### src/ow_pkg.sv
////////////////////////////////////////
// shared constants for the 1-wire EPROM reader
// timing in microseconds, scaled by clk_mhz in the slot timer
////////////////////////////////////////
package ow_pkg;

    ////////////////////////////////////////
    // 1-wire timing, microseconds
    localparam int reset_low_us        = 480;  // master reset pulse
    localparam int rise_timeout_us     = 5;    // line must float high within this
    localparam int ack_wait_us         = 30;   // inside the 15..60 us presence window
    localparam int presence_timeout_us = 300;
    localparam int recover_us          = 500;  // line high before first command
    localparam int write_slot_us       = 90;   // slot plus recovery
    localparam int write0_low_us       = 80;
    localparam int write1_low_us       = 8;
    localparam int read_low_us         = 1;
    localparam int read_sample_us      = 15;
    localparam int read_slot_us        = 121;

    // device commands
    localparam logic [7:0] cmd_skip_rom    = 8'hCC;
    localparam logic [7:0] cmd_read_memory = 8'hF0;

    // host control codes, status/control word bits 1:0
    localparam logic [1:0] ctl_disable  = 2'd0;  // release the line
    localparam logic [1:0] ctl_enable   = 2'd1;  // take the line
    localparam logic [1:0] ctl_start    = 2'd2;  // read from address in bits 26:16
    localparam logic [1:0] ctl_continue = 2'd3;  // next block

    localparam logic [15:0] reg_dsstat_addr = 16'h0009;
    localparam int          block_bytes     = 64;

    // slot kinds
    localparam logic [1:0] slot_reset = 2'd0;
    localparam logic [1:0] slot_write = 2'd1;
    localparam logic [1:0] slot_read  = 2'd2;

    // reset results
    localparam logic [1:0] rst_none        = 2'd0;  // not attempted yet
    localparam logic [1:0] rst_ok          = 2'd1;
    localparam logic [1:0] rst_no_rise     = 2'd2;  // line stayed low, pull-up missing?
    localparam logic [1:0] rst_no_presence = 2'd3;  // nobody answered

    ////////////////////////////////////////
    // status word layout
    localparam int stat_result_lsb = 0;   // 2 bits
    localparam int stat_busy_bit   = 2;
    localparam int stat_enable_bit = 3;
    localparam int stat_rise_lsb   = 8;   // 8 bits
    localparam int stat_addr_lsb   = 16;  // 11 bits

endpackage

### src/ow_slot_timer.sv
////////////////////////////////////////
// 1-wire line timing: reset/presence, write and read slots
////////////////////////////////////////
`timescale 1ns/10ps

module ow_slot_timer #(
    parameter int clk_mhz = 49
) (
    input  logic       clk,
    input  logic       reset,
    input  logic       slot_start,
    input  logic [1:0] slot_kind,
    input  logic       tx_bit,
    input  logic       ds_data_in,
    output logic       slot_done,
    output logic       rx_bit,
    output logic [1:0] reset_result,
    output logic [7:0] rise_cycles,
    output logic       ds_dir,
    output logic       ds_data_out
);
    import ow_pkg::*;

    localparam int cnt_w = 20;

    // counts in clocks, cnt reads k at the k-th edge after start
    localparam logic [cnt_w-1:0] reset_cnt    = cnt_w'(reset_low_us * clk_mhz);
    localparam logic [cnt_w-1:0] rise_cnt     = cnt_w'(rise_timeout_us * clk_mhz);
    localparam logic [cnt_w-1:0] ack_cnt      = cnt_w'(ack_wait_us * clk_mhz);
    localparam logic [cnt_w-1:0] presence_cnt = cnt_w'(presence_timeout_us * clk_mhz);
    localparam logic [cnt_w-1:0] recover_cnt  = cnt_w'(recover_us * clk_mhz);
    localparam logic [cnt_w-1:0] w0_cnt       = cnt_w'(write0_low_us * clk_mhz);
    localparam logic [cnt_w-1:0] w1_cnt       = cnt_w'(write1_low_us * clk_mhz);
    localparam logic [cnt_w-1:0] wdone_cnt    = cnt_w'(write_slot_us * clk_mhz - 1);
    localparam logic [cnt_w-1:0] rlow_cnt     = cnt_w'(read_low_us * clk_mhz);
    localparam logic [cnt_w-1:0] rsample_cnt  = cnt_w'(read_sample_us * clk_mhz);
    localparam logic [cnt_w-1:0] rdone_cnt    = cnt_w'(read_slot_us * clk_mhz - 1);

    localparam logic [2:0] ph_idle      = 3'd0;
    localparam logic [2:0] ph_reset_low = 3'd1;
    localparam logic [2:0] ph_rise      = 3'd2;
    localparam logic [2:0] ph_ack_wait  = 3'd3;
    localparam logic [2:0] ph_presence  = 3'd4;
    localparam logic [2:0] ph_recover   = 3'd5;
    localparam logic [2:0] ph_write     = 3'd6;
    localparam logic [2:0] ph_read      = 3'd7;

    logic [2:0]       phase;
    logic [cnt_w-1:0] cnt;
    logic             bit_q;      // bit being written
    logic             line_meta;
    logic             line_in;    // synchronized line level

    assign ds_data_out = ~ds_dir;  // only ever drive a low

    always_ff @(posedge clk) begin  // two-flop sync of the open-drain line
        line_meta <= ds_data_in;
        line_in   <= line_meta;
    end

    always_ff @(posedge clk) begin
        if (reset) begin
            phase        <= ph_idle;
            cnt          <= '0;
            bit_q        <= 1'b0;
            slot_done    <= 1'b0;
            rx_bit       <= 1'b1;
            reset_result <= rst_none;
            rise_cycles  <= 8'd0;
            ds_dir       <= 1'b0;
        end else begin
            slot_done <= 1'b0;
            cnt       <= cnt + 1'b1;
            case (phase)
                ph_idle: begin
                    cnt <= cnt_w'(1);
                    if (slot_start) begin
                        ds_dir <= 1'b1;  // every kind opens with a low
                        bit_q  <= tx_bit;
                        case (slot_kind)
                            slot_reset: begin
                                phase        <= ph_reset_low;
                                reset_result <= rst_none;
                            end
                            slot_read: phase <= ph_read;
                            default:   phase <= ph_write;
                        endcase
                    end
                end
                ph_reset_low: if (cnt == reset_cnt) begin
                    ds_dir <= 1'b0;
                    phase  <= ph_rise;
                    cnt    <= '0;   // now counting rise time
                end
                ph_rise: begin
                    if (line_in) begin
                        rise_cycles <= (cnt > cnt_w'(255)) ? 8'hFF : cnt[7:0];
                        phase       <= ph_ack_wait;
                        cnt         <= cnt_w'(1);
                    end else if (cnt == rise_cnt) begin
                        rise_cycles  <= 8'hFF;
                        reset_result <= rst_no_rise;
                        slot_done    <= 1'b1;
                        phase        <= ph_idle;
                    end
                end
                ph_ack_wait: if (cnt == ack_cnt) begin
                    phase <= ph_presence;
                    cnt   <= cnt_w'(1);
                end
                ph_presence: begin
                    if (!line_in) begin  // device pulls low
                        reset_result <= rst_ok;
                        phase        <= ph_recover;
                        cnt          <= '0;
                    end else if (cnt == presence_cnt) begin
                        reset_result <= rst_no_presence;
                        slot_done    <= 1'b1;
                        phase        <= ph_idle;
                    end
                end
                ph_recover: begin
                    if (!line_in) begin
                        cnt <= '0;   // presence still on, restart
                    end else if (cnt == recover_cnt) begin
                        slot_done <= 1'b1;
                        phase     <= ph_idle;
                    end
                end
                ph_write: begin
                    if (cnt == (bit_q ? w1_cnt : w0_cnt))
                        ds_dir <= 1'b0;
                    if (cnt == wdone_cnt) begin
                        slot_done <= 1'b1;
                        phase     <= ph_idle;
                    end
                end
                default: begin  // read slot
                    if (cnt == rlow_cnt)
                        ds_dir <= 1'b0;
                    if (cnt == rsample_cnt)
                        rx_bit <= line_in;
                    if (cnt == rdone_cnt) begin
                        slot_done <= 1'b1;
                        phase     <= ph_idle;
                    end
                end
            endcase
        end
    end

endmodule

### src/ow_byte_engine.sv
////////////////////////////////////////
// one byte as eight 1-wire slots, LSB first
////////////////////////////////////////
`timescale 1ns/10ps

module ow_byte_engine (
    input  logic       clk,
    input  logic       reset,
    input  logic       byte_start,
    input  logic       byte_read,
    input  logic [7:0] tx_byte,
    input  logic       slot_done,
    input  logic       rx_bit,
    output logic       byte_done,
    output logic [7:0] rx_byte,
    output logic       slot_start,
    output logic       tx_bit
);

    logic       active;
    logic       launch;    // first slot, one cycle after byte_start
    logic [2:0] bit_cnt;
    logic [7:0] sr;        // tx bits out of bit 0, rx bits in at bit 7
    logic       last_bit;
    logic       step;

    assign last_bit = (bit_cnt == 3'd7);
    assign step     = active & slot_done;

    // next slot launches in the done cycle, so a byte is 8 slots + 1 clock
    assign slot_start = launch | (step & ~last_bit);
    assign byte_done  = step & last_bit;
    assign tx_bit     = step ? sr[1] : sr[0];  // sr shifts on this same edge
    assign rx_byte    = {rx_bit, sr[7:1]};     // last bit still in rx_bit

    always_ff @(posedge clk) begin
        if (reset) begin
            active  <= 1'b0;
            launch  <= 1'b0;
            bit_cnt <= 3'd0;
        end else begin
            launch <= 1'b0;
            if (byte_start && !active) begin
                active  <= 1'b1;
                launch  <= 1'b1;
                bit_cnt <= 3'd0;
            end else if (step) begin
                bit_cnt <= bit_cnt + 3'd1;
                if (last_bit)
                    active <= 1'b0;
            end
        end
    end

    always_ff @(posedge clk) begin
        if (byte_start && !active)
            sr <= byte_read ? 8'hFF : tx_byte;  // a read slot writes a 1
        else if (step)
            sr <= {rx_bit, sr[7:1]};
    end

endmodule

### src/ow_read_sequencer.sv
////////////////////////////////////////
// read transaction: reset, CC, F0, address, 64 data bytes
////////////////////////////////////////
`timescale 1ns/10ps

module ow_read_sequencer (
    input  logic        clk,
    input  logic        reset,
    input  logic        txn_start,
    input  logic [10:0] mem_addr,
    input  logic        byte_done,
    input  logic [7:0]  rx_byte,
    input  logic        slot_done,
    input  logic [1:0]  reset_result,
    output logic        busy,
    output logic        txn_done,
    output logic        byte_start,
    output logic        byte_read,
    output logic [7:0]  tx_byte,
    output logic        slot_start_rst,
    output logic [1:0]  slot_kind,
    output logic        byte_we,
    output logic [7:0]  wr_byte,
    output logic [5:0]  byte_index
);
    import ow_pkg::*;

    localparam logic [2:0] st_idle    = 3'd0;
    localparam logic [2:0] st_reset   = 3'd1;
    localparam logic [2:0] st_skip    = 3'd2;
    localparam logic [2:0] st_cmd     = 3'd3;
    localparam logic [2:0] st_addr_lo = 3'd4;
    localparam logic [2:0] st_addr_hi = 3'd5;
    localparam logic [2:0] st_data    = 3'd6;
    localparam logic [2:0] st_done    = 3'd7;

    logic [2:0] state;

    assign busy     = (state != st_idle);
    assign txn_done = (state == st_done);
    // reset kind while resetting, else follow the byte direction
    assign slot_kind = (state == st_reset) ? slot_reset :
                       (byte_read ? slot_read : slot_write);

    always_ff @(posedge clk) begin
        if (reset) begin
            state          <= st_idle;
            byte_start     <= 1'b0;
            byte_read      <= 1'b0;
            slot_start_rst <= 1'b0;
            byte_we        <= 1'b0;
            byte_index     <= 6'd0;
        end else begin
            byte_start     <= 1'b0;
            slot_start_rst <= 1'b0;
            byte_we        <= 1'b0;
            if (byte_we)
                byte_index <= byte_index + 6'd1;
            case (state)
                st_idle: if (txn_start) begin
                    state          <= st_reset;
                    slot_start_rst <= 1'b1;
                    byte_read      <= 1'b0;
                    byte_index     <= 6'd0;
                end
                st_reset: if (slot_done) begin
                    if (reset_result == rst_ok) begin
                        state      <= st_skip;
                        byte_start <= 1'b1;
                    end else begin
                        state <= st_done;   // abort, result already latched
                    end
                end
                st_skip:    if (byte_done) begin
                    state      <= st_cmd;
                    byte_start <= 1'b1;
                end
                st_cmd:     if (byte_done) begin
                    state      <= st_addr_lo;
                    byte_start <= 1'b1;
                end
                st_addr_lo: if (byte_done) begin
                    state      <= st_addr_hi;
                    byte_start <= 1'b1;
                end
                st_addr_hi: if (byte_done) begin
                    state      <= st_data;
                    byte_start <= 1'b1;
                    byte_read  <= 1'b1;
                end
                st_data: if (byte_done) begin
                    byte_we <= 1'b1;
                    if (byte_index == 6'(block_bytes - 1))
                        state <= st_done;
                    else
                        byte_start <= 1'b1;
                end
                default: begin  // st_done, one cycle
                    state     <= st_idle;
                    byte_read <= 1'b0;
                end
            endcase
        end
    end

    // outgoing byte picked from the state being left
    always_ff @(posedge clk) begin
        case (state)
            st_reset:   tx_byte <= cmd_skip_rom;
            st_skip:    tx_byte <= cmd_read_memory;
            st_cmd:     tx_byte <= mem_addr[7:0];
            st_addr_lo: tx_byte <= {5'd0, mem_addr[10:8]};
            default:    tx_byte <= 8'hFF;
        endcase
        if (state == st_data && byte_done)
            wr_byte <= rx_byte;
    end

endmodule

### src/ow_mem_buffer.sv
////////////////////////////////////////
// 64 read bytes packed into 16 quadlets, block read port
////////////////////////////////////////
`timescale 1ns/10ps

module ow_mem_buffer (
    input  logic        clk,
    input  logic        reset,
    input  logic        clear,
    input  logic        byte_we,
    input  logic [5:0]  byte_index,
    input  logic [7:0]  wr_byte,
    input  logic [3:0]  rd_addr,
    output logic [31:0] rd_data
);
    import ow_pkg::*;

    localparam int n_quads = block_bytes / 4;

    logic [31:0] quad [n_quads];

    always_ff @(posedge clk) begin
        if (reset || clear) begin
            for (int i = 0; i < n_quads; i++)
                quad[i] <= '0;
        end else if (byte_we) begin
            // shift up, so the first byte of four ends in 31:24
            quad[byte_index[5:2]] <= {quad[byte_index[5:2]][23:0], wr_byte};
        end
    end

    always_ff @(posedge clk)
        rd_data <= quad[rd_addr];  // one cycle after address

endmodule

### src/ow_host_regs.sv
////////////////////////////////////////
// status/control register, control decode and status word
////////////////////////////////////////
`timescale 1ns/10ps

module ow_host_regs (
    input  logic        clk,
    input  logic        reset,
    input  logic [15:0] reg_waddr,
    input  logic [31:0] reg_wdata,
    input  logic        reg_wen,
    input  logic        busy,
    input  logic        txn_done,
    input  logic [1:0]  reset_result,
    input  logic [7:0]  rise_cycles,
    output logic        txn_start,
    output logic [10:0] mem_addr,
    output logic        ds_enable,
    output logic [31:0] ds_status
);
    import ow_pkg::*;

    logic       ctl_wr;
    logic [1:0] ctl_code;
    logic [1:0] result_q;
    logic [7:0] rise_q;

    assign ctl_wr    = reg_wen && (reg_waddr == reg_dsstat_addr) && !busy;  // ignored while busy
    assign ctl_code  = reg_wdata[1:0];
    assign txn_start = ctl_wr && (ctl_code == ctl_start || ctl_code == ctl_continue);

    always_ff @(posedge clk) begin
        if (reset) begin
            ds_enable <= 1'b0;
            mem_addr  <= 11'd0;
            result_q  <= rst_none;
            rise_q    <= 8'd0;
        end else begin
            if (ctl_wr) begin
                case (ctl_code)
                    ctl_disable: ds_enable <= 1'b0;
                    ctl_enable:  ds_enable <= 1'b1;
                    ctl_start: begin
                        ds_enable <= 1'b1;
                        mem_addr  <= reg_wdata[26:16];
                    end
                    default: mem_addr <= mem_addr + 11'(block_bytes);  // wraps at 2K
                endcase
            end
            if (txn_start) begin
                result_q <= rst_none;
                rise_q   <= 8'd0;
            end else if (txn_done) begin
                result_q <= reset_result;
                rise_q   <= rise_cycles;
            end
        end
    end

    always_comb begin
        ds_status = '0;
        ds_status[stat_result_lsb +: 2] = result_q;
        ds_status[stat_busy_bit]        = busy;
        ds_status[stat_enable_bit]      = ds_enable;
        ds_status[stat_rise_lsb +: 8]   = rise_q;
        ds_status[stat_addr_lsb +: 11]  = mem_addr;
    end

endmodule

### src/ds2505_reader.sv
////////////////////////////////////////
// DS2505 1-wire EPROM reader, direct line drive
// host writes the control word, reads 16 quadlets by block address
////////////////////////////////////////
`timescale 1ns/10ps

module ds2505_reader #(
    parameter int clk_mhz = 49
) (
    input  logic        clk,
    input  logic        reset,
    input  logic [15:0] reg_raddr,
    input  logic [15:0] reg_waddr,
    output logic [31:0] reg_rdata,
    input  logic [31:0] reg_wdata,
    output logic [31:0] ds_status,
    input  logic        reg_wen,
    input  logic        ds_data_in,
    output logic        ds_data_out,
    output logic        ds_dir,     // 1 while pulling the line low
    output logic        ds_enable
);

    logic        txn_start, txn_done, busy;
    logic [10:0] mem_addr;
    logic        byte_start, byte_read, byte_done;
    logic [7:0]  tx_byte, rx_byte;
    logic        slot_start, slot_start_rst, eng_slot_start;
    logic [1:0]  slot_kind;
    logic        slot_done, tx_bit, rx_bit;
    logic [1:0]  reset_result;
    logic [7:0]  rise_cycles;
    logic        byte_we;
    logic [7:0]  wr_byte;
    logic [5:0]  byte_index;

    assign slot_start = slot_start_rst | eng_slot_start;  // never both at once

    ow_host_regs regs0 (
        .clk, .reset, .reg_waddr, .reg_wdata, .reg_wen, .busy, .txn_done,
        .reset_result, .rise_cycles, .txn_start, .mem_addr, .ds_enable, .ds_status
    );

    ow_read_sequencer seq0 (
        .clk, .reset, .txn_start, .mem_addr, .byte_done, .rx_byte, .slot_done,
        .reset_result, .busy, .txn_done, .byte_start, .byte_read, .tx_byte,
        .slot_start_rst, .slot_kind, .byte_we, .wr_byte, .byte_index
    );

    ow_byte_engine eng0 (
        .clk, .reset, .byte_start, .byte_read, .tx_byte, .slot_done, .rx_bit,
        .byte_done, .rx_byte, .slot_start(eng_slot_start), .tx_bit
    );

    ow_slot_timer #(.clk_mhz(clk_mhz)) slot0 (
        .clk, .reset, .slot_start, .slot_kind, .tx_bit, .ds_data_in,
        .slot_done, .rx_bit, .reset_result, .rise_cycles, .ds_dir, .ds_data_out
    );

    ow_mem_buffer buf0 (
        .clk, .reset, .clear(txn_start), .byte_we, .byte_index, .wr_byte,
        .rd_addr(reg_raddr[3:0]), .rd_data(reg_rdata)
    );

endmodule

### config.mk
export PLATFORM = sky130hd
export DESIGN_NAME = ds2505_reader
export DESIGN_NICKNAME = d
export VERILOG_FILES = /design/src/ow_pkg.sv /design/src/ow_slot_timer.sv /design/src/ow_byte_engine.sv /design/src/ow_read_sequencer.sv /design/src/ow_mem_buffer.sv /design/src/ow_host_regs.sv /design/src/ds2505_reader.sv
export SDC_FILE = /design/constraint.sdc
export NUM_CORES = 1
export LEC_CHECK = 0
export BUFFER_PORTS_ARGS = -buffer_cell sky130_fd_sc_hd__buf_2
export CORE_AREA = 2 2 283 285
export CTS_CLUSTER_DIAMETER = 120
export DETAILED_ROUTE_END_ITERATION = 10
export DIE_AREA = 0 0 285 287
export HOLD_SLACK_MARGIN = 0.08
export PLACE_DENSITY = 0.63
export SYNTH_ARGS = -nofsm -noshare
export SYNTH_HDL_FRONTEND = slang
export SYNTH_SLANG_ARGS = --single-unit
### constraint.sdc
create_clock -name clk -period 10.02 [get_ports clk]
set_input_delay 2.004 -clock clk [delete_from_list [all_inputs] [get_ports clk]]
set_output_delay 2.004 -clock clk [all_outputs]
set_load 0.02 [all_outputs]
==> results by group, run 1 <==
Run status
  – Status: finished, final reports clean

Critical path
  – Critical-path maximum fanout: 24
  – WP data arrival: 5670 ps
  – Top Family by Delay on Critical Path: buffers and inverters
  – R2R depth: 7
  – CP max stage delay: 840 ps
  – WP data required: 10260 ps
  – Setup CP Type: input pin to register
  – Buf/Inv on CP: 4
  – Slowest cell on crit path: nand3_1
  – Worst path most repeated cell: buf_4
  – Crit-path cells: buf_2 -> inv_1 -> ha_1 -> o21ai_0 -> nand3_1 -> buf_4 -> nand2_2 -> buf_4
  – Startpoint types: input pin
  – Worst setup EP type: register
  – Crit path depth: 8

Job
  – Max_cap viols: 0

Global route
  – First-pass GRT wire length: 125000 um
  – Number of global-route vias before repair: 20000
  – Initial antenna violation count: 1
  – Largest net degree at the start of global routing: 56
  – Overall routing resource usage: 0.205
  – Total grt overflow: 0

STA
  – Max Freq: 184 MHz
  – Final Max Tran Viols: 0
  – Period utilization: 0.542
  – Setup TNS: 0 ps
  – Fin. Hold Viols: 0
  – Final setup viols: 0
  – Actual slew at the worst max-slew pin: 1250 ps
  – Fin worst setup slack: 4590 ps
  – Slew margin rel.: 0.161
  – Final Skew: 32.8 ps
  – RSZ-0062 raised after global routing: false
  – Fin crit period: 5430 ps

Placement
  – Number of buffers added on ports: 94
  – Placed cell count: 3230
  – RePlAce Congestion: 0.882
  – DP Wirelength: 48100 um
  – Post-Place Setup Slack: 4120 ps
  – Area after DPL: 32400 sq um

Drt
  – Drt initial violations: 2073
  – Detail Route Antenna Nets: 0
  – Via count: 19500
  – Vias/cell: 5.80
  – DR pass1 iterations: 6
  – Final wirelength: 83400 um
  – WL/cell: 24.8 um
  – Drt drc: 0

Yosys
  – Synth Area in XOR/XNOR: 0.00674
  – Commonest cells post-synth: edfxtp_1 (528), nor2_1 (470), mux4_2 (256)
  – Syn avg cell area: 14.0 sq um
  – Cell taking the most area after synthesis: edfxtp_1
  – Adder-cell share of the synthesized area: 0.00642
  – Simple-gate area share of the yosys netlist: 0.132
  – Seq cells post-synth: 647
  – Yosys warns: 0
  – Post-synthesis mux area share: 0.207
  – Count leader, synth: edfxtp_1
  – Post-synthesis compound-gate area fraction: 0.0307
  – Cells after synthesis: 2233
  – Syn Std Cell Area: 31200 sq um
  – Post-synth EDFFs: 528
  – Async SR Flop Fraction: 0
  – Yosys cell types: 83
  – Post-synthesis sequential area ratio: 0.585
  – Area fraction of the dominant cell type after synthesis: 0.508
  – Synth top area cells: edfxtp_1 (51%), mux4_2 (18%), dfxtp_1 (7.6%)
  – Synth Flop Type: edfxtp_1
  – Largest family of logic cells by synthesized area: multiplexers

Floorplanning
  – Die height: 287 um
  – Initial Util: 0.397
  – Rows: 103
  – I/O pin cnt: 135
  – Die area: 81800 sq um
  – Die span in x: 285 um
  – Core box area: 78600 sq um

Finish
  – Area delta synth->final: 11.4%
  – Final #Nets: 2338
  – Cell area after layout: 34700 sq um
  – Final cell count without fillers: 3361
  – Share of cells above drive strength 1: 0.255

Clock tree
  – CTS Buffer Depth: 3
  – Worst-path clk slew: 60 ps
  – Clk sinks: 647
  – TritonCTS clock tree: yes
  – Post-CTS Setup Bufs: 0
  – Total CTS buffers: 72
  – Root Buffer: clkbuf_16
  – Hold buffers post-CTS: 0
  – Worst skew pair latency: 630 ps
  – H-tree lvl count: 3
  – Post_cts resized: 0

Pwr
  – VDD IR-drop max: 120 uV
  – Pwr Density: 182 nW/um^2
  – Tot Pwr: 6.32 mW
  – Leakage: 11.9 nW

Min path
  – Hold Crit Class: register to register
  – Hold depth: 0
-- cells in the final DEF (no fill, tap or decap), drive strengths merged, types with 40 or more instances in the layout --
cell	Yosys	layout
edfxtp	528	528
clkbuf	80	95
o21ai	48	48
mux2i	40	40
and3	41	41
nand2	136	136
buf	112	130
and2	100	100
nor2	471	471
dfxtp	119	119
mux4	256	256
-- sequential cells by signal, indices dropped and copies added, names as in the netlist, 3 cells and up --
name / cells
buf0.quad: 512
buf0.rd_data: 32
slot0.cnt: 20
regs0.mem_addr: 11
eng0.sr: 8
regs0.rise_q: 8
seq0.tx_byte: 8
seq0.wr_byte: 8
slot0.rise_cycles: 8
seq0.byte_index: 6
eng0.bit_cnt: 3
seq0.state: 3
slot0.phase: 3
-- power breakdown --
group,leakage [nW],switching [mW],internal (mW)
sequential,6.41,0.0843,3.02
combinational,4.34,0.361,0.246
clock,1.14,1.09,1.52
total,11.9,1.54,4.78
-- layer usage --
| layer | share of wire | vias up | GRT usage | wire [um] |
|---|---|---|---|---|
| li1 | - | 8400 | - | - |
| met1 | 0.39 | 9973 | 0.265 | 32400 |
| met2 | 0.50 | 953 | 0.350 | 41500 |
| met3 | 0.085 | 156 | 0.0413 | 7080 |
| met4 | 0.028 | 0 | 0.0605 | 2340 |
| met5 | 0 | - | 0 | 0 |
-- layout make-up --
class,instances,area (sq um)
Clock buffer,94,2000
Fill cell,7044,43900
Tap cell,1050,1310
Inverter,16,60.1
Antenna cell,1,2.50
Timing Repair Buffer,131,759
Multi-Input combinational cell,1386,12000
Sequential cell,647,18300
Clock inverter,36,328
-- cell families after synthesis --
group,count (synthesis)
xor+xnor,24
simple gates,889
buf+inv,208
fa+ha+maj,16
mux,321
other cells,1
compound gates,127
flops,647
-- stage by stage --
stage	hold slack, ps	util
after floorplan	310	-
after global placement	314	0.412
after CTS	340	0.442
final	341	0.442
after detailed placement	326	0.412
after global routing	355	0.442
-- worst paths after layout --
kind / startpoint / to / slack [ps]
setup / recovery: reg_wdata[0] / buf0.quad[11][26]$_SDFFCE_PN0P_ / 4590
hold / removal: slot0.line_meta$_DFF_P_ / slot0.line_in$_DFF_P_ / 340
setup reg to reg: seq0.byte_index[3]$_SDFF_PP0_ / buf0.quad[10][26]$_SDFFCE_PN0P_ / 5360
hold reg to reg: slot0.line_meta$_DFF_P_ / slot0.line_in$_DFF_P_ / 340
(Power assumes the default switching activity.)
==> run 2: changes to the inputs <==
--- a/config.mk
+++ b/config.mk
@@ -11,7 +11,7 @@
 export DETAILED_ROUTE_END_ITERATION = 10
 export DIE_AREA = 0 0 285 287
 export HOLD_SLACK_MARGIN = 0.08
-export PLACE_DENSITY = 0.63
+export PLACE_DENSITY = 0.65
 export SYNTH_ARGS = -nofsm -noshare
 export SYNTH_HDL_FRONTEND = slang
 export SYNTH_SLANG_ARGS = --single-unit
==> constraint.sdc (replaced) <==
create_clock -name clk -period 4.6 [get_ports clk]
set_input_delay 0.92 -clock clk [delete_from_list [all_inputs] [get_ports clk]]
set_output_delay 0.92 -clock clk [all_outputs]
set_load 0.02 [all_outputs]
==> results by group, run 2 (same netlist as run 1, synthesis figures left out) <==
Run status
  – Status: finished, final reports clean

Critical path
  – Worst setup EP type: register
  – Buf/Inv on CP: 2 (-2)
  – Setup CP Type: register to register
  – R2R setup slack: 940 ps (-4420 ps)
  – Crit-path cells: inv_1 -> nand4_1 -> nor3_2 -> nor2_1 -> nand2_2 -> buf_12
  – Slowest cell on crit path: nor2_1
  – CP max stage delay: 890 ps (+50 ps)
  – R2R depth: 6 (-1)
  – Top Family by Delay on Critical Path: simple AND/OR/NAND/NOR gates
  – WP data arrival: 4000 ps (-1670 ps)
  – Critical-path maximum fanout: 20 (-17%)
  – WP data required: 4940 ps (-5320 ps)
  – Crit path depth: 6 (-2)
  – Startpoint types: register

Finish
  – Most frequent cells in the layout: edfxtp_1 (528), nor2_1 (470), mux4_2 (256)
  – Diode count: 0 (-1)
  – Area delta synth->final: 12.6%
  – Max reg flops: 512 (unchanged)
  – Post-route core utilization: 0.447 (+0.00489)
  – FILL cells: 6977 (-0.95%)
  – Share of cells above drive strength 1: 0.266 (+0.0110)
  – Reg with most FFs: buf0.quad
  – Most common cell after layout, fill and taps aside: edfxtp_1
  – Biggest regs: buf0.quad: 512 flops, buf0.rd_data: 32 flops, slot0.cnt: 20 flops
  – Final #Nets: 2362 (+1.0%)

Floorplanning
  – Die span in x: 285 um (unchanged)
  – Core box area: 78600 sq um (unchanged)
  – Rows: 103 (unchanged)
  – Die height: 287 um (unchanged)
  – I/O pin cnt: 135 (unchanged)
  – Initial Util: 0.397 (unchanged)
  – Die area: 81800 sq um (unchanged)

STA
  – Hold slack: 326 ps (-15.7 ps)
  – Fin crit period: 3660 ps
  – Final Max Tran Viols: 0 (unchanged)
  – Final Skew: 36.8 ps (+3.93 ps)
  – Fin. Hold Viols: 0 (unchanged)
  – RSZ-0062 raised after global routing: false
  – Max Freq: 273 MHz
  – Period utilization: 0.796
  – Setup TNS: 0 ps (unchanged)
  – Slew margin rel.: 0.216 (+0.0551)
  – Final setup viols: 0 (unchanged)
  – Actual slew at the worst max-slew pin: 1170 ps (-82.6 ps)

Clock tree
  – Worst-path clk slew: 60 ps (about the same)
  – Clk sinks: 647 (unchanged)
  – CTS Buffer Depth: 3 (unchanged)
  – Worst skew pair latency: 620 ps (about the same)
  – Hold buffers post-CTS: 0 (unchanged)
  – Total CTS buffers: 69 (-4.2%)
  – Post_cts resized: 0 (unchanged)
  – H-tree lvl count: 3 (unchanged)
  – Post-CTS Setup Bufs: 0 (unchanged)
  – TritonCTS clock tree: yes
  – Root Buffer: clkbuf_16

Job
  – Max_cap viols: 0 (unchanged)

Global route
  – Grt met1 use: 0.262 (-0.00360)
  – Largest net degree at the start of global routing: 56 (unchanged)
  – Total grt overflow: 0 (unchanged)
  – Global route hottest layer: met2
  – M2 GR Usage: 0.351 (+0.00103)
  – First-pass GRT wire length: 126000 um (+0.52%)
  – Initial antenna violation count: 0 (-1)
  – Number of global-route vias before repair: 20200 (+1.3%)
  – GR Util met3: 0.0429 (+0.00151)
  – Overall routing resource usage: 0.206 (+0.00111)

Drt
  – Drt drc: 0 (unchanged)
  – Final wirelength: 83800 um (+0.56%)
  – Via count: 19600 (+0.83%)
  – WL/cell: 24.8 um (-0.16%)
  – Vias/cell: 5.80 (+0.11%)
  – Drt initial violations: 1984 (-4.3%)
  – Detail Route Antenna Nets: 0 (unchanged)
  – DR pass1 iterations: 6 (unchanged)

Pwr
  – Pwr Density: 393 nW/um^2 (+120%)
  – Leakage: 12.1 nW (+1.7%)
  – VDD IR-drop max: 249 uV (+110%)

Min path
  – Hold Crit Class: register to register
  – Hold depth: 0 (unchanged)

Placement
  – DP Wirelength: 50600 um (+5.3%)
  – Number of buffers added on ports: 94 (unchanged)
  – RePlAce Congestion: 0.877 (-0.57%)
-- run 2: cell types whose count changed in the layout (fill, tap and decap cells not counted), moves of 2 or more --
cell	before	now
buf_4	38	50
buf_12	0	15
clkbuf_1	14	17
clkinv_1	15	4
clkinv_2	9	13
inv_6	1	3
-- run 2: routing by layer --
metal	wire, um	part of all wire
met5	0	0
met1	31900	0.38
met3	7770	0.093
met2	41300	0.49
met4	2820	0.034
-- run 2: cell type report --
cell class	count	area [sq um]	area share
tap	1050	1310	0.0374
inverter	16	60.1	0.00171
sequential	647	18300	0.520
clock inverter	31	330	0.00941
clock buffer	97	2000	0.0569
timing repair buffer	158	1150	0.0327
multi-input combinational	1386	12000	0.342
-- run 2: through the flow --
| step | cells | cell area [sq um] | setup slack (ps) | power, mW |
|---|---|---|---|---|
| finish | 3385 | 35100 | 940 | 13.8 |
| global route | 3385 | 35100 | 668 | 14.3 |
| floorplan | 2241 | 31200 | 1100 | 7.82 |
| CTS | 3385 | 35100 | 957 | 13.9 |
| global placement | 3257 | 32800 | 731 | 8.20 |
| detailed placement | 3257 | 32800 | 614 | 8.24 |
-- run 2: report_power, final --
part / leakage (nW) / total (mW) / internal [mW] / switching (mW)
registers: 6.41 / 6.76 / 6.57 / 0.188
clock network: 1.14 / 5.68 / 3.30 / 2.38
logic: 4.54 / 1.36 / 0.559 / 0.805
total: 12.1 / 13.8 / 10.4 / 3.38
-- run 2: path summary, 6_finish.rpt --
path	startpoint	end
setup / recovery	seq0.state[2]$_SDFFE_PP0P_	buf0.quad[12][7]$_SDFFCE_PN0P_
hold / removal	slot0.line_meta$_DFF_P_	slot0.line_in$_DFF_P_
setup reg to reg	seq0.state[2]$_SDFFE_PP0P_	buf0.quad[12][7]$_SDFFCE_PN0P_
hold reg to reg	slot0.line_meta$_DFF_P_	slot0.line_in$_DFF_P_
==> run 3: changes to the inputs <==
--- a/config.mk
+++ b/config.mk
@@ -5,11 +5,12 @@
 export SDC_FILE = /design/constraint.sdc
 export NUM_CORES = 1
 export LEC_CHECK = 0
+export ABC_AREA = 1
 export BUFFER_PORTS_ARGS = -buffer_cell sky130_fd_sc_hd__buf_2
-export CORE_AREA = 2 2 283 285
+export CORE_AREA = 2 2 281 283
 export CTS_CLUSTER_DIAMETER = 120
 export DETAILED_ROUTE_END_ITERATION = 10
-export DIE_AREA = 0 0 285 287
+export DIE_AREA = 0 0 283 285
 export HOLD_SLACK_MARGIN = 0.08
 export PLACE_DENSITY = 0.65
 export SYNTH_ARGS = -nofsm -noshare
==> constraint.sdc (replaced) <==
create_clock -name clk -period 3.04 [get_ports clk]
set_input_delay 0.608 -clock clk [delete_from_list [all_inputs] [get_ports clk]]
set_output_delay 0.608 -clock clk [all_outputs]
set_load 0.02 [all_outputs]
==> results by group, run 3 <==
Job
  – Max_cap viols: 0 (unchanged)

Yosys
  – Yosys cell types: 45 (-46%)
  – Yosys warns: 0 (unchanged)
  – Synth top area cells: edfxtp_1 (52%), nor2_1 (11%), dfxtp_1 (7.8%)
  – Commonest cells post-synth: nor2_1 (917), edfxtp_1 (528), o21ai_0 (334)
  – Cell taking the most area after synthesis: edfxtp_1
  – Synth Flop Type: edfxtp_1
  – Seq cells post-synth: 647 (unchanged)
  – Count leader, synth: nor2_1
  – Cells after synthesis: 3238 (+45%)
  – Async SR Flop Fraction: 0 (unchanged)
  – Post-synthesis sequential area ratio: 0.594 (+0.00886)
  – Area fraction of the dominant cell type after synthesis: 0.516 (+0.00770)
  – Post-synth EDFFs: 528 (unchanged)
  – Syn Std Cell Area: 30700 sq um (-1.5%)
  – Syn avg cell area: 9.49 sq um (-32%)

Finish
  – Reg with most FFs: buf0.quad
  – Final #Nets: 3382 (+43%)
  – Most common cell after layout, fill and taps aside: nor2_1
  – Final cell count without fillers: 4405 (+30%)
  – Share of cells above drive strength 1: 0.122 (-0.144)
  – FILL cells: 7206 (+3.3%)
  – Diode count: 0 (unchanged)
  – Most frequent cells in the layout: nor2_1 (913), edfxtp_1 (528), o21ai_0 (334)
  – Area delta synth->final: 15.9%
  – Biggest regs: buf0.quad: 512 flops, buf0.rd_data: 32 flops, slot0.cnt: 20 flops
  – Max reg flops: 512 (unchanged)

Critical path
  – RR Endpoint: buf0.quad[10][8]$_SDFFCE_PN0P_
  – WP data arrival: 3140 ps (-860 ps)
  – Worst r2r src: seq0.byte_index[3]$_SDFF_PP0_
  – WP data required: 3400 ps (-1540 ps)
  – R2R setup slack: 250 ps (-690 ps)
  – Setup CP Type: register to register
  – Worst setup EP type: register
  – Critical-path maximum fanout: 47 (+140%)
  – R2R depth: 10 (+4)
  – Startpoint types: register

Run status
  – Status: finished, final reports clean

STA
  – Fin crit period: 2790 ps (-874 ps)
  – Slew margin rel.: 0.230 (+0.0143)
  – Fin. Hold Viols: 0 (unchanged)
  – Final setup viols: 0 (unchanged)
  – Final Skew: 43.4 ps (+6.69 ps)
  – Max Freq: 359 MHz (+31%)
  – Setup TNS: 0 ps (unchanged)
  – Actual slew at the worst max-slew pin: 1150 ps (-19.8 ps)
  – Period utilization: 0.917 (+0.121)
  – RSZ-0062 raised after global routing: false
  – Final Max Tran Viols: 0 (unchanged)

Pwr
  – Leakage: 13.5 nW (+12%)
  – Internal power: 15.9 mW (+52%)
  – Pwr Density: 598 nW/um^2 (+52%)
  – NetSw: 5.42 mW (+61%)
  – Clock Power Share: 0.412 (about the same)
  – VDD IR-drop max: 470 uV (+89%)
  – Logic pwr share: 0.109 (+0.010)
  – Seq pwr share: 0.479 (-0.011)
  – Switching share of power: 0.255 (+0.0102)

Floorplanning
  – Rows: 103 (unchanged)
  – Die area: 80700 sq um (-1.4%)
  – Core box area: 78000 sq um (-0.82%)
  – Initial Util: 0.394 (-0.00269)
  – Die span in x: 283 um (-0.70%)
  – Die height: 285 um (-0.70%)
  – I/O pin cnt: 135 (unchanged)

Drt
  – Vias/cell: 5.80 (-0.11%)
  – Via count: 25500 (+30%)
  – WL/cell: 22.5 um (-9.0%)
  – Detail Route Antenna Nets: 0 (unchanged)
  – Drt drc: 0 (unchanged)
  – DR pass1 iterations: 6 (unchanged)
  – Drt initial violations: 3591 (+81%)
  – Final wirelength: 99200 um (+18%)

Global route
  – Largest net degree at the start of global routing: 64 (+14%)
  – Initial antenna violation count: 1 (+1)
  – Overall routing resource usage: 0.240 (+0.0338)
  – First-pass GRT wire length: 148000 um (+18%)
  – Total grt overflow: 0 (unchanged)
  – Number of global-route vias before repair: 24600 (+22%)

Min path
  – Hold path endpoint: regs0.mem_addr[2]$_SDFFE_PP0P_
  – Hold depth: 3 (+3)
  – Hold Crit Class: input pin to register
  – Hold_sp: reg_wdata[18]

Placement
  – Number of buffers added on ports: 94 (unchanged)
  – RePlAce Congestion: 0.860 (-1.9%)
  – DP Wirelength: 57400 um (+13%)
  – Placed cell count: 4273 (+31%)

Clock tree
  – CTS Buffer Depth: 3 (unchanged)
  – Worst skew pair latency: 630 ps (about the same)
  – Root Buffer: clkbuf_16
  – TritonCTS clock tree: yes
  – Worst-path clk slew: 60 ps (about the same)
  – Clk sinks: 647 (unchanged)
  – Total CTS buffers: 72 (+4.3%)
  – Post-CTS Setup Bufs: 0 (unchanged)
  – H-tree lvl count: 3 (unchanged)
-- run 3: cell types whose count changed after synthesis, moves of 114 or more --
cell / before / now
inv_1: 15 / 129
nand2_1: 132 / 308
nor2_1: 470 / 917
o21ai_0: 23 / 334
a22oi_1: 1 / 192
mux4_2: 256 / 0
-- run 3: cells by family (layout without fill, tap and decap cells) --
logic type,after synthesis,after routing,synth area share
flip-flops,647,647,0.594
adder cells (fa/ha/maj),16,16,0.00652
AO/OA/AOI/OAI,794,794,0.163
buffers and inverters,396,505,0.0538
XOR/XNOR,6,6,0.00171
multiplexers,16,16,0.00521
AND/OR/NAND/NOR,1362,1362,0.175
other,1,9,0.000122
-- run 3: metal layers --
| metal | track usage | part of all wire | vias to the layer above |
|---|---|---|---|
| met3 | 0.0475 | 0.12 | 255 |
| met2 | 0.380 | 0.45 | 1605 |
| li1 | - | - | 11500 |
| met1 | 0.320 | 0.39 | 12200 |
| met4 | 0.107 | 0.038 | 2 |
| met5 | 0 | 0.00012 | - |
-- run 3: worst max path at each step --
stage	startpoint	to	depth (start not counted)
global placement	reg_wdata[0]	buf0.quad[12][29]$_SDFFCE_PN0P_	10
floorplan	reg_wdata[0]	buf0.quad[8][0]$_SDFFCE_PN0P_	10
global route	seq0.state[0]$_SDFFE_PP0P_	buf0.quad[11][24]$_SDFFCE_PN0P_	13
CTS	seq0.byte_index[2]$_SDFF_PP0_	buf0.quad[0][27]$_SDFFCE_PN0P_	8
finish	seq0.byte_index[3]$_SDFF_PP0_	buf0.quad[10][8]$_SDFFCE_PN0P_	10
detailed placement	reg_wdata[0]	buf0.quad[12][29]$_SDFFCE_PN0P_	10
-- run 3: repair_timing --
| item | CTS | global route |
|---|---|---|
| endpoints found under the hold margin | 1 | 0 |
| gates resized for setup | 0 | 1 |
| hold buffers | 1 | 0 |
| setup endpoints to repair | 0 | 1 |
-- run 3: per-stage QoR --
step	utilization	area [sq um]	hold WS, ps	power (mW)	setup slack, ps
global placement	0.426	33200	315	12.6	192
detailed placement	0.426	33200	325	12.7	161
CTS	0.457	35600	207	21.3	221
finish	0.457	35600	227	21.3	253
global route	0.457	35600	253	22.0	62.2
floorplan	-	30800	310	11.8	-65.2
-- run 3: area by class of cell --
cell class              instances  area [sq um]  area share
clock buffers                 105          2100      0.0590
clock inverters                26           272     0.00763
repair buffers                238          2190      0.0615
multi-input cells            2203         11000       0.308
well taps                    1050          1310      0.0369
flip-flops and latches        647         18200       0.512
inverters                     136           520      0.0146
-- run 3: critical path: stages (launching register included) --
cell,delay (ps)
dfxtp_1,380
nand2_1,140
clkinv_2,410
buf_4,550
a22oi_1,280
nand2_1,70
nand2_1,60
nand2_1,60
a211oi_2,220
buf_4,270
nor2_1,70
-- run 3: power by group through the flow --
| stage | Sequential, mW | Clock (mW) | Combinational [mW] |
|---|---|---|---|
| 4_1_cts | 10.2 | 8.84 | 2.29 |
| 6_report | 10.2 | 8.77 | 2.32 |
| 5_1_grt | 10.2 | 9.19 | 2.55 |
| 3_5_place_dp | 10.4 | 0 | 2.28 |
| 2_1_floorplan | 10.4 | 0 | 1.42 |
| 3_3_place_gp | 10.4 | 0 | 2.26 |
